`config.mk`:
```
export PLATFORM = sky130hd
export DESIGN_NAME = res_station_flat
export DESIGN_NICKNAME = d
export VERILOG_FILES = /design/src/rtl/ooo_pkg.sv /design/src/rtl/ooo_ifs.sv /design/src/rtl/res_station.sv /design/src/flat_wrapper.sv
export SDC_FILE = /design/constraint.sdc
export NUM_CORES = 1
export LEC_CHECK = 0
export BUFFER_PORTS_ARGS = -buffer_cell sky130_fd_sc_hd__buf_4
export CORE_UTILIZATION = 53
export CTS_CLUSTER_DIAMETER = 150
export DETAILED_ROUTE_END_ITERATION = 6
export PLACE_DENSITY = 0.81
export SYNTH_ARGS = -nofsm -noshare
export SYNTH_HDL_FRONTEND = slang
export SYNTH_SLANG_ARGS = --single-unit
```
`constraint.sdc`:
```
create_clock -name clk -period 4.19 [get_ports clk]
set_clock_uncertainty 0.05 [all_clocks]
set_input_delay 1.257 -clock clk [delete_from_list [all_inputs] [get_ports clk]]
set_output_delay 1.257 -clock clk [all_outputs]
set_load 0.01 [all_outputs]
```
`src/rtl/ooo_pkg.sv`:
```
// Shared widths and depths for the dispatch front end
// RISC-V major opcode and ROB operation class enums

package ooo_pkg;

    localparam int XLEN      = 32;
    localparam int REG_AW    = 5;
    localparam int NREGS     = 1 << REG_AW;
    localparam int TAG_W     = 3;
    localparam int ROB_DEPTH = 8;
    localparam int RS_DEPTH  = 4;
    localparam int RS_IW     = $clog2(RS_DEPTH);
    localparam int IQ_DEPTH  = 4;
    localparam int IQ_AW     = $clog2(IQ_DEPTH);

    // Major opcodes, bits [6:0] of the instruction word
    typedef enum logic [6:0] {
        OPCODE_OPIMM  = 7'b0010011,
        OPCODE_LUI    = 7'b0110111,
        OPCODE_AUIPC  = 7'b0010111,
        OPCODE_OP     = 7'b0110011,
        OPCODE_JAL    = 7'b1101111,
        OPCODE_JALR   = 7'b1100111,
        OPCODE_BRANCH = 7'b1100011,
        OPCODE_LOAD   = 7'b0000011,
        OPCODE_STORE  = 7'b0100011
    } opcode_t;

    typedef enum logic [1:0] {
        ROB_OP_INT = 2'd0,
        ROB_OP_BR  = 2'd1,
        ROB_OP_LD  = 2'd2,
        ROB_OP_ST  = 2'd3
    } rob_op_t;

endpackage

```
`src/rtl/ooo_ifs.sv`:
```


interface rs_dispatch_if import ooo_pkg::*; ();

    logic             en;
    opcode_t          opcode;
    logic [XLEN-1:0]  iaddr;
    logic [XLEN-1:0]  insn;
    logic [TAG_W-1:0] src_tag  [2];
    logic [XLEN-1:0]  src_data [2];
    logic             src_rdy  [2];
    logic [TAG_W-1:0] dst_tag;
    logic             stall;

    modport disp (output en, opcode, iaddr, insn, src_tag, src_data, src_rdy, dst_tag,
                  input  stall);
    modport rs   (input  en, opcode, iaddr, insn, src_tag, src_data, src_rdy, dst_tag,
                  output stall);

endinterface

```
`src/rtl/res_station.sv`:
```
// Reservation station
// Slots with CDB operand wakeup, free slot allocation and
// single issue of the lowest ready slot per cycle

`timescale 1ns/1ps

module res_station import ooo_pkg::*; (
    input  logic             clk,
    input  logic             i_arst_n,
    rs_dispatch_if.rs        rs,
    input  logic             i_cdb_valid,
    input  logic [TAG_W-1:0] i_cdb_tag,
    input  logic [XLEN-1:0]  i_cdb_data,
    output logic             o_issue_valid,
    output opcode_t          o_issue_opcode,
    output logic [TAG_W-1:0] o_issue_tag,
    output logic [XLEN-1:0]  o_issue_insn,
    output logic [XLEN-1:0]  o_issue_iaddr,
    output logic [XLEN-1:0]  o_issue_src_data [2]
);

    logic             busy     [RS_DEPTH];
    opcode_t          s_opcode [RS_DEPTH];
    logic [XLEN-1:0]  s_iaddr  [RS_DEPTH];
    logic [XLEN-1:0]  s_insn   [RS_DEPTH];
    logic [TAG_W-1:0] s_dst    [RS_DEPTH];
    logic [TAG_W-1:0] s_tag    [RS_DEPTH][2];
    logic [XLEN-1:0]  s_data   [RS_DEPTH][2];
    logic             s_rdy    [RS_DEPTH][2];

    logic             free_found;
    logic [RS_IW-1:0] free_idx;
    logic             iss_found;
    logic [RS_IW-1:0] iss_idx;
    logic             in_rdy  [2];
    logic [XLEN-1:0]  in_data [2];

    // Lowest free slot and lowest ready slot, scanned downwards
    always_comb begin
        free_found = 1'b0;
        free_idx   = '0;
        iss_found  = 1'b0;
        iss_idx    = '0;
        for (int s = RS_DEPTH - 1; s >= 0; s--) begin
            if (!busy[s]) begin
                free_found = 1'b1;
                free_idx   = RS_IW'(s);
            end
            if (busy[s] && s_rdy[s][0] && s_rdy[s][1]) begin
                iss_found = 1'b1;
                iss_idx   = RS_IW'(s);
            end
        end
    end

    assign rs.stall = !free_found;

    // Incoming operands also catch a broadcast in the write cycle
    for (genvar j = 0; j < 2; j++) begin : g_in
        assign in_rdy[j]  = rs.src_rdy[j] || (i_cdb_valid && i_cdb_tag == rs.src_tag[j]);
        assign in_data[j] = rs.src_rdy[j] ? rs.src_data[j] : i_cdb_data;
    end

    always_ff @(posedge clk or negedge i_arst_n) begin
        if (!i_arst_n) begin
            o_issue_valid <= 1'b0;
            for (int s = 0; s < RS_DEPTH; s++) begin
                busy[s] <= 1'b0;
            end
        end else begin
            o_issue_valid <= iss_found;
            if (iss_found) begin
                busy[iss_idx] <= 1'b0;
            end
            if (rs.en) begin
                busy[free_idx] <= 1'b1;
            end
        end
    end

    always_ff @(posedge clk) begin
        // Wakeup of waiting operands
        for (int s = 0; s < RS_DEPTH; s++) begin
            for (int j = 0; j < 2; j++) begin
                if (busy[s] && !s_rdy[s][j] && i_cdb_valid && s_tag[s][j] == i_cdb_tag) begin
                    s_rdy[s][j]  <= 1'b1;
                    s_data[s][j] <= i_cdb_data;
                end
            end
        end
        if (rs.en) begin
            s_opcode[free_idx] <= rs.opcode;
            s_iaddr[free_idx]  <= rs.iaddr;
            s_insn[free_idx]   <= rs.insn;
            s_dst[free_idx]    <= rs.dst_tag;
            for (int j = 0; j < 2; j++) begin
                s_tag[free_idx][j]  <= rs.src_tag[j];
                s_rdy[free_idx][j]  <= in_rdy[j];
                s_data[free_idx][j] <= in_data[j];
            end
        end
        if (iss_found) begin
            o_issue_opcode      <= s_opcode[iss_idx];
            o_issue_tag         <= s_dst[iss_idx];
            o_issue_insn        <= s_insn[iss_idx];
            o_issue_iaddr       <= s_iaddr[iss_idx];
            o_issue_src_data[0] <= s_data[iss_idx][0];
            o_issue_src_data[1] <= s_data[iss_idx][1];
        end
    end

    // Dispatch has to see the stall before it writes
    a_no_write_when_full: assert property (@(posedge clk) disable iff (!i_arst_n)
        !(rs.en && rs.stall));

endmodule

```
`src/flat_wrapper.sv`:
```
// flat-port wrapper written by rule: the top's interface ports become plain ports
module res_station_flat import ooo_pkg::*;
  (clk, i_arst_n, i_cdb_valid, i_cdb_tag, i_cdb_data, o_issue_valid, o_issue_opcode, o_issue_tag, o_issue_insn, o_issue_iaddr, o_issue_src_data, rs_en, rs_opcode, rs_iaddr, rs_insn, rs_src_tag, rs_src_data, rs_src_rdy, rs_dst_tag, rs_stall);
  rs_dispatch_if rs_i ();
  input  logic clk;
  input  logic i_arst_n;
  input  logic i_cdb_valid;
  input  logic [TAG_W-1:0] i_cdb_tag;
  input  logic [XLEN-1:0] i_cdb_data;
  output logic o_issue_valid;
  output opcode_t o_issue_opcode;
  output logic [TAG_W-1:0] o_issue_tag;
  output logic [XLEN-1:0] o_issue_insn;
  output logic [XLEN-1:0] o_issue_iaddr;
  output logic [XLEN-1:0] o_issue_src_data[2];
  input wire logic [$bits(rs_i.en)-1:0] rs_en;
  input wire logic [$bits(rs_i.opcode)-1:0] rs_opcode;
  input wire logic [$bits(rs_i.iaddr)-1:0] rs_iaddr;
  input wire logic [$bits(rs_i.insn)-1:0] rs_insn;
  input wire logic [$bits(rs_i.src_tag)-1:0] rs_src_tag;
  input wire logic [$bits(rs_i.src_data)-1:0] rs_src_data;
  input wire logic [$bits(rs_i.src_rdy)-1:0] rs_src_rdy;
  input wire logic [$bits(rs_i.dst_tag)-1:0] rs_dst_tag;
  output wire logic [$bits(rs_i.stall)-1:0] rs_stall;
  assign rs_i.en = rs_en;
  assign rs_i.opcode = rs_opcode;
  assign rs_i.iaddr = rs_iaddr;
  assign rs_i.insn = rs_insn;
  assign rs_i.src_tag = {>>{rs_src_tag}};
  assign rs_i.src_data = {>>{rs_src_data}};
  assign rs_i.src_rdy = {>>{rs_src_rdy}};
  assign rs_i.dst_tag = rs_dst_tag;
  assign rs_stall = rs_i.stall;
  res_station u_core (.clk(clk), .i_arst_n(i_arst_n), .rs(rs_i), .i_cdb_valid(i_cdb_valid), .i_cdb_tag(i_cdb_tag), .i_cdb_data(i_cdb_data), .o_issue_valid(o_issue_valid), .o_issue_opcode(o_issue_opcode), .o_issue_tag(o_issue_tag), .o_issue_insn(o_issue_insn), .o_issue_iaddr(o_issue_iaddr), .o_issue_src_data(o_issue_src_data));
endmodule
```
---- Yosys cells after proc, flatten, opt, wreduce, memory -nomap -nowiden ----
Memory sizes are Yosys's and may differ from the RTL's. A register that Yosys moved wholly into a read port is not among the register bits.
Index checks and enable logic that the tools add are counted.
cells by class
  reductions and logical operators ........ 47
  bitwise operators ....................... 5
  mux-type cells .......................... 42
  eq/ne operators ......................... 10
  magnitude comparators ................... 4
operators with widths
  operator              count
  $mux W32              2
  $logic_and A1 B1 Y1   36
  $eq A3 B3 Y1          10
  $mux W1               28
  $mux W2               8
  $logic_not A1 Y1      9
  $mux W4               2
  $ge A3 B3 Y1 const B  2
  $lt A3 B1 Y1 const B  2
  $not A2 Y3            2
  $and A4 B4 Y4         1
  $demux W1 S2          2
  $not A4 Y4            1
  $or A4 B4 Y4          1
  $logic_or A1 B1 Y1    2
storage, ports and cells
  memories kept ........................... 7
  register bits after elaboration ......... 5
  output and inout bits ................... 140
  RAM bits ................................ 584
  word-level logic and storage cells ...... 120
memory list
  name             words  width  read ports  clocked after Yosys merged registers in  wr ports  line               text
  u_core.s_data    4      64     1           1                                        5         res_station.sv:28  logic [XLEN-1:0] s_data [RS_DEPTH][2];
  u_core.s_iaddr   4      32     1           1                                        1         res_station.sv:24  logic [XLEN-1:0] s_iaddr [RS_DEPTH];
  u_core.s_insn    4      32     1           1                                        1         res_station.sv:25  logic [XLEN-1:0] s_insn [RS_DEPTH];
  u_core.s_opcode  4      7      1           1                                        1         res_station.sv:23  opcode_t s_opcode [RS_DEPTH];
  u_core.s_tag     4      6      4           0                                        1         res_station.sv:27  logic [TAG_W-1:0] s_tag [RS_DEPTH][2];
  u_core.s_dst     4      3      1           1                                        1         res_station.sv:26  logic [TAG_W-1:0] s_dst [RS_DEPTH];
  1 more memories  -      -      -           -                                        -         -

---- Logic depth before layout (Yosys ltp) ----
Gate-level depths: netlist of the first run.
An unclocked memory read counts as a cell.
  word-level depth ........................ 17
  depth in mapped cells ................... 8
  mapped depth without buffers ............ 5

---- Worst setup path before layout of the first run ----
Ideal clock, no wire load.
  kind .................................... input to register
  from .................................... input port rs_en
  to ...................................... memory u_core.s_data[3][0] (netlist name), enable pin
  path slack .............................. -0.876 ns
  cell stages on the path ................. 2
  data arrival time ....................... 4.587 ns
  buffers on the path ..................... 0
  cell sequence ........................... nor3b_4 o21bai_1
RTL lines
  element          line                text
  start, declared  flat_wrapper.sv:16  input wire logic [$bits(rs_i.en)-1:0] rs_en;
  end, declared    res_station.sv:28

---- Final worst setup path of the first run ----
  from .................................... register u_core.busy[3] (netlist name)
  to ...................................... output port rs_stall
on the way
  cells in the longest elaborated chain, start to end .. 2
ends and longest elaborated chain
  element                          line                text
  start, declared                  res_station.sv:22   logic busy [RS_DEPTH];
  start signal, assigned by index  res_station.sv:68   busy[s] <= 1'b0;
  start signal, assigned by index  res_station.sv:73   busy[iss_idx] <= 1'b0;
  start signal, assigned by index  res_station.sv:76   busy[free_idx] <= 1'b1;
  $mux W1                          res_station.sv:45   if (!busy[s]) begin
  $logic_not A1 Y1                 res_station.sv:56   assign rs.stall = !free_found;
  end, declared                    flat_wrapper.sv:24  output wire logic [$bits(rs_i.stall)-1:0] rs_stall;
No other way between the ends.

==> results of run 1 <==
==> per-stage QoR <==
step / instance area (um2) / setup WS, ns / util [%]
final: 34350 / 1.203 / 63.83
after global routing: 34340 / 1.143 / 63.82
after CTS: 34340 / 1.175 / 63.81
after detailed placement: 32040 / 0.7796 / 59.54
after global placement: 32040 / 0.7560 / 59.54
after floorplan: 28890 / -0.5621 / -
==> registers in the layout, summed over array words and instances, names as in the netlist <==
| signal | cells |
|---|---|
| u_core.s_data | 256 |
| u_core.s_opcode | 28 |
| u_core.s_iaddr | 128 |
| u_core.s_dst | 12 |
| u_core.o_issue_src_data | 64 |
| u_core.busy | 4 |
| u_core.s_insn | 128 |
| u_core.o_issue_iaddr | 32 |
| u_core.o_issue_insn | 32 |
| u_core.o_issue_opcode | 7 |
| u_core.o_issue_tag | 3 |
| u_core.o_issue_valid | 1 |
| u_core.s_tag | 24 |
| u_core.s_rdy | 8 |
==> area by class of cell <==
class / instances / area [um2]
antenna: 3 / 7.507
clock buffer: 92 / 1941
clock inverter: 43 / 360.3
fill: 3695 / 19470
inverter: 3 / 18.77
multi-input combinational: 763 / 6641
sequential: 727 / 21730
tap: 696 / 870.8
timing repair buffer: 354 / 2783
==> per-layer routing <==
layer / share of wire, % / global-route usage [%]
met1: 40 / 33.65
met2: 49 / 39.96
met3: 9.4 / 6.285
met4: 2.3 / 6.932
met5: 0.12 / 0
==> critical path: cells and delay by family, from the launching register on <==
| family | cells | cell delay, ns |
|---|---|---|
| buffers and inverters | 1 | 0.16 |
| AND/OR/NAND/NOR | 2 | 0.37 |
| flip-flops | 1 | 0.55 |
==> logic make-up after synthesis <==
logic type,synth area share [%]
compound gates,10.25
xor+xnor,0.9113
buf+inv,2.083
flops,75.35
mux,10.45
simple gates,0.9417
==> placed cells by master, fill, tap and decap left out, drive strengths merged, types with 3 or more instances in the layout <==
cell type and n:
a22oi 276, a2bb2oi 8, and3 4, buf 354, bufinv 5, clkbuf 92, clkinv 33, clkinvlp 3
dfrtp 5, dfxtp 8, diode 3, edfxtp 714, inv 5, mux2 256, nand2 15, nand3 5
o21ai 142, o21bai 3, or4 7, xnor2 10, xor2 20
==> power by group <==
group / switching, uW / internal, uW / leakage, uW
Clock: 2680 / 3610 / 0.00112
Sequential: 633 / 10900 / 0.00681
Combinational: 5090 / 2770 / 0.00401
==> worst max-delay path by stage <==
stage / start / endpoint / slack (ns) / cells past startpoint
global placement: i_cdb_tag[2] / u_core.s_data[3][47]$_DFFE_PP_ / 0.76 / 5
detailed placement: i_cdb_tag[2] / u_core.s_data[3][49]$_DFFE_PP_ / 0.78 / 5
floorplan: rs_en / u_core.s_data[3][32]$_DFFE_PP_ / -0.56 / 2
finish: u_core.busy[3]$_DFF_PN0_ / rs_stall / 1.20 / 3
global route: u_core.busy[3]$_DFF_PN0_ / rs_stall / 1.14 / 3
CTS: u_core.busy[3]$_DFF_PN0_ / rs_stall / 1.18 / 3
==> results.toml, run 1 <==
[finish]
stdcell_count = 2681
fin_nets = 2108
drive_gt1_share_pct = 36.13
area_growth_pct = 19.13

[placement]
portBuffers = 324
gp_congestion = 0.8466
dpl.hpwl_um = 39930
place_inst = 2543

[critical_path]
crit_slowest_cell = "dfrtp_1"
startpoint_type = "flip-flop"
cpPeakStageDelay_ns = 0.55
crit_chain = "nand3_2, nor2_1, buf_4"
cp-end-kind = "output pin"
cp.required_ns = 2.88
reg2reg_to = "u_core.o_issue_src_data[21]$_DFFE_PN_"
crit-reg2reg-launch = "u_core.busy[2]$_DFF_PN0_"
reg2reg_setup_slack_ns = 1.32
crit_arrival_ns = 1.68
path_class = "flip-flop to output pin"
path_max_fanout = 8
reg2reg_depth = 4

[routing]
wl_per_cell_um = 25.83
avgViaCountPerCell = 6.121
drt-total-wl_um = 69240
routed-via-count = 16410
drc = 0
postRouteAntennaNets = 0
dr.pass1.iters = 5
dr.first_iter.drc_count = 1379

[clock_tree]
cts_buffer_depth = 3
postCtsSetupBuffers = 0
clkSinkCount = 727
cts_tree = "yes"
ctsHtreeMaxLevel = 3
root_buffer = "clkbuf_16"
cts-hold-fix-buffers = 0
cts_resized = 0
clk_pin_slew_ns = 0.05
cts_buffers = 74
clk_latency_ns = 0.61

[yosys]
ys_types = 35
synth_edf_count = 714
synth_area_leader_cell = "edfxtp_1"
syn_area_per_cell_um2 = 18.04
yosysSeqAreaShare_pct = 75.35
syn_inst = 1598
ys.flop_type = "edfxtp_1"
ys.warnings.count = 0
synth_fp_nets = 1783
synth_most_common_cell = "edfxtp_1"
synthTopCellsByCount = "edfxtp_1, a22oi_1, mux2_2, o21ai_0, clkbuf_1"
async_flop_share_pct = 0.6878
synth_top_area_share_pct = 74.37
syn_area_um2 = 28830
synthTopCellsByArea = "edfxtp_1, mux2_2, a22oi_1"
ys_ff_latch = 727

[power]
p_total_uw = 25660
p_per_area_nw_per_um2 = 747.0
ir_worst_vdd_uv = 829.6
total_leakage_power_uw = 0.01195

[sta]
fin_hold_ws_ns = 0.4007
tightest_slew_ns = 1.098
max_freq_ghz = 0.3348
report.final.hold_viol_count = 0
fin_crit_ns = 2.987
grt_setup_unrepaired = "false"
setup_tns_ns = 0
relSlewSlack_pct = 26.78
post-route-period-util_pct = 71.28
slew_viol_final = 0
setup_violations = 0

[die]
ios = 325
fp-row-count = 85
die_x_um = 235.2
core_um2 = 53810
start_util_pct = 53.58
die_h_um = 235.2
dieArea_um2 = 55340

[global_routing]
grt_pass1_wl_um = 102900
grt_start_max_net_pins = 99
overflow = 0
track_usage_pct = 24.80
antenna_found_initial = 10
grt_pass1_vias = 16530

[flow_run]
cap_viol_max_count = 0

[run_status]
status = "finished clean"

[min_path]
hold_path.class = "input port to async pin"
No activity file was read; power rests on OpenSTA's default activity.
==> run 2, diff against run 1 <==
--- a/config.mk
+++ b/config.mk
@@ -5,6 +5,7 @@
 export SDC_FILE = /design/constraint.sdc
 export NUM_CORES = 1
 export LEC_CHECK = 0
+export ABC_AREA = 1
 export BUFFER_PORTS_ARGS = -buffer_cell sky130_fd_sc_hd__buf_4
 export CORE_UTILIZATION = 53
 export CTS_CLUSTER_DIAMETER = 150
==> constraint.sdc (replaced) <==
create_clock -name clk -period 2.5 [get_ports clk]
set_clock_uncertainty 0.05 [all_clocks]
set_input_delay 0.75 -clock clk [delete_from_list [all_inputs] [get_ports clk]]
set_output_delay 0.75 -clock clk [all_outputs]
set_load 0.01 [all_outputs]
==> run 2 against run 1 <==
Die area increased by 4.6%. First-iteration DRC count grew 49%. Combinational power increased by 81%. Flip-flop and latch count stayed put. Sequential share of layout area shrank 2.8 points. Wire length rose by 6.0%. Global-route usage increased by 0.65 points. Register-to-register slack got worse by 1.2 ns. Hold slack got worse by 0.11 ns. Cell area up 4.7%. Cell count rose by 37%. Largest power group unchanged.
==> results.toml, run 2 <==
[sta]
setup_violations = 0
grt_setup_unrepaired = "false"
slew_viol_final = 0
max_freq_ghz = 0.4137
relSlewSlack_pct = 30.06
tightest_slew_ns = 1.049
fin_crit_ns = 2.417
post-route-period-util_pct = 96.68
setup_tns_ns = 0
report.final.hold_viol_count = 0

[power]
p_per_area_nw_per_um2 = 1244
ir_worst_vdd_uv = 882.2
total_leakage_power_uw = 0.01439

[clock_tree]
clk_latency_ns = 0.62
cts_buffer_depth = 3
ctsHtreeMaxLevel = 3
clk_pin_slew_ns = 0.06
cts_buffers = 73
postCtsSetupBuffers = 0
clkSinkCount = 727
root_buffer = "clkbuf_16"
cts_tree = "yes"

[critical_path]
setup.worst_path.start = "u_core.busy[1]$_DFF_PN0_"
startpoint_type = "flip-flop"
crit_slowest_cell = "dfrtp_1"
path_max_fanout = 6
crit_arrival_ns = 1.62
cp.required_ns = 1.70
cpPeakStageDelay_ns = 0.44
cp-end-kind = "output pin"
path_class = "flip-flop to output pin"
crit-reg2reg-launch = "u_core.busy[1]$_DFF_PN0_"
crit_chain = "nand2_1, nor2_4, buf_4"

[routing]
avgViaCountPerCell = 5.512
routed-via-count = 20230
wl_per_cell_um = 19.99
drt-total-wl_um = 73380
dr.pass1.iters = 7
dr.first_iter.drc_count = 2058
drc = 0
postRouteAntennaNets = 0

[finish]
largest_register_ffs = 256
largestRegisters = "u_core.s_data (256), u_core.s_iaddr (128), u_core.s_insn (128)"
n_fill_cell = 4029
final_common_cell = "edfxtp_1"
area_growth_pct = 19.26
fin_area_um2 = 35960
drive_gt1_share_pct = 20.43
regMostFlops = "u_core.s_data"
multiInputGateArea_um2 = 6694
fin_nets = 3044
regArea_um2 = 21730
stdcell_count = 3671
final_cell_mix = "edfxtp_1, nand2_1, buf_4"

[min_path]
holdCritStartpoint = "rs_insn[17]"
hold_path.class = "input port to flip-flop"

[die]
ios = 325
dieArea_um2 = 57850
fp-row-count = 87
die_x_um = 240.5
die_h_um = 240.5
core_um2 = 56280
start_util_pct = 53.58

[placement]
dpl.hpwl_um = 45280
place_inst = 3539
placed_area_um2 = 33670
portBuffers = 324
gp_congestion = 0.8844

[yosys]
syn_area_per_cell_um2 = 11.90
ys.flop_type = "edfxtp_1"
synthTopCellsByCount = "edfxtp_1, nand2_1, inv_1, o21ai_0, nor2_1"
syn_area_um2 = 30160
synth_fp_nets = 2719
ys_ff_latch = 727
synthTopCellsByArea = "edfxtp_1, nand2_1, o21ai_0"
synth_edf_count = 714
ys_types = 25
synth_most_common_cell = "edfxtp_1"
synth_top_area_share_pct = 71.10
synth_area_leader_cell = "edfxtp_1"
async_flop_share_pct = 0.6878
yosysSeqAreaShare_pct = 72.05
syn_inst = 2534
ys.warnings.count = 0

[global_routing]
grt_pass1_vias = 19940
grt_start_max_net_pins = 102
track_usage_pct = 25.44
overflow = 0
antenna_found_initial = 3
grt_pass1_wl_um = 110400

[run_status]
status = "finished clean"

[flow_run]
cap_viol_max_count = 0
## run 2: changes by cell type in the layout (fill, tap and decap cells not counted), sizes merged, moves of 10 or more
cell and delta:
buf +18, a22oi -276, xnor2 -10, o21ai +184
nor2 +157, a21oi +142, xor2 -20, inv +281
nand2 +592, nand3 +155, mux2 -256
## run 2: cell type report
cell class | instances | share of cell area, %
Antenna cell | 3 | 0.02087
Tap cell | 756 | 2.630
Sequential cell | 727 | 60.41
Multi-Input combinational cell | 1397 | 18.61
Clock inverter | 35 | 0.7306
Clock buffer | 93 | 5.584
Inverter | 287 | 3.037
Timing Repair Buffer | 373 | 8.976
## run 2: worst max-delay path: cells and delay by family (launching register included)
family | cells | cell delay, ns
buffers and inverters | 1 | 0.14
flip-flops | 1 | 0.44
AND/OR/NAND/NOR | 2 | 0.41
## run 2: through the flow
| step | power (uW) | setup slack [ns] | hold WS (ns) | utilization (%) |
|---|---|---|---|---|
| 6_report | 44760 | 0.08298 | 0.2868 | 63.91 |
| 4_1_cts | 44960 | 0.006086 | 0.2496 | 63.88 |
| 3_3_place_gp | 33970 | 0.2349 | 0.4619 | 59.83 |
| 3_5_place_dp | 34470 | 0.1583 | 0.4677 | 59.83 |
| 2_1_floorplan | 28030 | -0.5783 | 0.4044 | - |
| 5_1_grt | 46900 | 0.01594 | 0.2652 | 63.90 |
## run 2: what timing repair did
action,in CTS,in global routing
endpoints found under the hold margin,5,0
setup endpoints to repair,1,1
hold buffers,1,0
resized for setup,1,1
## run 2: kinds of logic (layout without fill, tap and decap cells)
family                 after synthesis  in the layout  share of synthesized area (%)
AOI/OAI and AO/OA                  468            468                          8.552
buffers and inverters              410            788                          6.249
other                                0              3                              0
and+or+nand+nor                    929            929                          13.15
DFF                                727            727                          72.05
## run 2: path summary, 6_finish.rpt
kind	endpoint	slack [ns]	cells after the start
setup / recovery	rs_stall	0.08	3
hold / removal	u_core.s_insn[2][17]$_DFFE_PP_	0.29	1
setup reg to reg	u_core.o_issue_iaddr[6]$_DFFE_PN_	0.09	5
hold reg to reg	u_core.o_issue_insn[20]$_DFFE_PN_	0.48	2
max in group asynchronous	u_core.o_issue_valid$_DFF_PN0_	1.82	2
min in group asynchronous	u_core.busy[1]$_DFF_PN0_	0.44	2
## run 2: where the power goes
| group | internal, uW | switching [uW] |
|---|---|---|
| Clock | 5990 | 4470 |
| Sequential | 18900 | 1200 |
| Combinational | 4620 | 9540 |
## run 2: layer usage
| metal | GRT usage [%] | vias up | wire, um |
|---|---|---|---|
| li1 | - | 9333 | - |
| met5 | 0 | - | 13 |
| met2 | 43.05 | 999 | 36340 |
| met1 | 33.24 | 9772 | 28670 |
| met3 | 4.438 | 127 | 6555 |
| met4 | 8.859 | 2 | 1799 |
==> run 3, diff against run 2 <==
--- a/config.mk
+++ b/config.mk
@@ -8,6 +8,7 @@
 export ABC_AREA = 1
 export BUFFER_PORTS_ARGS = -buffer_cell sky130_fd_sc_hd__buf_4
 export CORE_UTILIZATION = 53
+export CTS_BUF_LIST = sky130_fd_sc_hd__clkbuf_4 sky130_fd_sc_hd__clkbuf_8 sky130_fd_sc_hd__clkbuf_16
 export CTS_CLUSTER_DIAMETER = 150
 export DETAILED_ROUTE_END_ITERATION = 6
 export PLACE_DENSITY = 0.81
==> run 3 against run 2 <==
Die area unchanged. First-iteration DRC count down 2.6%. Power up 0.34%. Combinational power about the same. Clock power about the same. Global-route usage about the same. Critical path depth unchanged. Fmax about the same. Sequential power about the same. Cell count unchanged. Sequential share of layout area down 0.094 points. Worst setup slack worse by 0.0019 ns. Largest power group unchanged.
==> results.toml, run 3 (synthesis gave the netlist of run 2 again) <==
[run_status]
status = "finished clean"

[routing]
drc = 0
postRouteAntennaNets = 0
routed-via-count = 20160
wl_per_cell_um = 19.97
drt-total-wl_um = 73300
dr.first_iter.drc_count = 2005
avgViaCountPerCell = 5.491
dr.pass1.iters = 6

[power]
pwr-share-seq_pct = 44.8
power_switching_uw = 15200
switching_share_pct = 33.85
p_clk_share_pct = 23.6
ir_worst_vdd_uv = 880.5
total_leakage_power_uw = 0.01444
p_comb_share_pct = 31.5
p_per_area_nw_per_um2 = 1247
power.internal_uw = 29710

[min_path]
hold_path.class = "input port to flip-flop"
whs_path_depth = 1

[die]
fp-row-count = 87
dieArea_um2 = 57850
start_util_pct = 53.58
die_h_um = 240.5
core_um2 = 56280
die_x_um = 240.5
ios = 325

[clock_tree]
cts_buffer_depth = 3
ctsHtreeMaxLevel = 3
clkSinkCount = 727
clk_latency_ns = 0.62
postCtsSetupBuffers = 0
cts_tree = "yes"
cts_buffers = 73
clk_pin_slew_ns = 0.06
root_buffer = "clkbuf_16"

[global_routing]
overflow = 0
grt_pass1_vias = 19950
antenna_found_initial = 3
grt_start_max_net_pins = 102
grt_pass1_wl_um = 110500
track_usage_pct = 25.47

[finish]
stdcell_count = 3671
area_growth_pct = 19.45
drive_gt1_share_pct = 20.95
largestRegisters = "u_core.s_data (256), u_core.s_iaddr (128), u_core.s_insn (128)"
regMostFlops = "u_core.s_data"
fin_nets = 3044
largest_register_ffs = 256
final_common_cell = "edfxtp_1"
n_fill_cell = 4022
final_cell_mix = "edfxtp_1, nand2_1, buf_4"
fin_area_um2 = 36020

[sta]
slew_viol_final = 0
setup_violations = 0
grt_setup_unrepaired = "false"
tightest_slew_ns = 1.048
report.final.hold_viol_count = 0
fin_crit_ns = 2.419
post-route-period-util_pct = 96.76
relSlewSlack_pct = 30.14
max_freq_ghz = 0.4134
setup_tns_ns = 0
fin_hold_ws_ns = 0.2882

[placement]
gp_congestion = 0.8844
place_inst = 3539
dpl.hpwl_um = 45280
portBuffers = 324
placed_area_um2 = 33670

[critical_path]
cp_num_buf_inv = 1
cp-end-kind = "output pin"
path_class = "flip-flop to output pin"
cp_num_cells = 3
crit_chain = "nand2_1, nor2_4, buf_4"
path_max_fanout = 6
reg2reg_depth = 5
crit_arrival_ns = 1.62
cp.required_ns = 1.70
startpoint_type = "flip-flop"
crit_slowest_cell = "dfrtp_1"
cpPeakStageDelay_ns = 0.44
cp_top_family = "flip-flops"
reg2reg_setup_slack_ns = 0.12

[flow_run]
cap_viol_max_count = 0
[run 3: cell count changes in the layout (fill, tap and decap cells not counted)]
cell,change
clkbuf_1,-15
clkbuf_4,+15
[run 3: worst register-to-register path, delay by kind of cell, from the launching register on]
family	cells	cell delay, ns
DFF	1	0.44
buffers and inverters	1	0.48
AOI/OAI and AO/OA	1	0.18
and+or+nand+nor	3	1.06
[run 3: what timing repair did]
item | 4_1_cts | 5_1_grt
endpoints found under the setup margin | 1 | 1
hold endpoints to repair | 5 | 0
hold buffers | 1 | 0
gates resized for setup | 1 | 1
[run 3: power groups by stage]
stage / clock, uW / combinational [uW] / sequential (uW)
after floorplan: 0 / 7340 / 20700
after global placement: 0 / 13700 / 20200
after detailed placement: 0 / 14100 / 20300
after CTS: 10800 / 14200 / 20100
after global routing: 11200 / 15500 / 20400
final: 10600 / 14200 / 20100
[run 3: path summary, 6_finish.rpt]
check,startpoint,to
setup / recovery,u_core.busy[1]$_DFF_PN0_,rs_stall
hold / removal,rs_insn[17],u_core.s_insn[2][17]$_DFFE_PP_
setup reg to reg,u_core.busy[1]$_DFF_PN0_,u_core.o_issue_opcode[5]$_DFFE_PN_
hold reg to reg,u_core.s_insn[3][20]$_DFFE_PP_,u_core.o_issue_insn[20]$_DFFE_PN_
max in group asynchronous,i_arst_n,u_core.o_issue_valid$_DFF_PN0_
min in group asynchronous,i_arst_n,u_core.busy[1]$_DFF_PN0_
[run 3: metrics by stage]
stage | total power (uW) | utilization (%) | setup slack, ns
after floorplan | 28030 | - | -0.5783
after global placement | 33970 | 59.83 | 0.2349
after detailed placement | 34470 | 59.83 | 0.1583
after CTS | 45130 | 63.98 | 0.006086
after global routing | 47070 | 64.00 | 0.01594
final | 44910 | 64.01 | 0.08107
[run 3: layout make-up]
| type | instances | area (um2) | area share (%) |
|---|---|---|---|
| diodes | 3 | 7.507 | 0.02084 |
| clock buffers | 93 | 2064 | 5.731 |
| clock inverters | 35 | 262.8 | 0.7294 |
| inverters | 287 | 1092 | 3.032 |
| multi-input cells | 1397 | 6694 | 18.58 |
| flip-flops and latches | 727 | 21730 | 60.31 |
| well taps | 756 | 945.9 | 2.626 |
| repair buffers | 373 | 3228 | 8.962 |
[run 3: metal layers]
metal | vias to the layer above | track usage (%) | wire length, um
li1 | 9322 | - | -
met1 | 9711 | 33.24 | 28510
met2 | 985 | 43.11 | 36290
met3 | 138 | 4.472 | 6672
met4 | 2 | 8.879 | 1818
met5 | - | 0 | 13
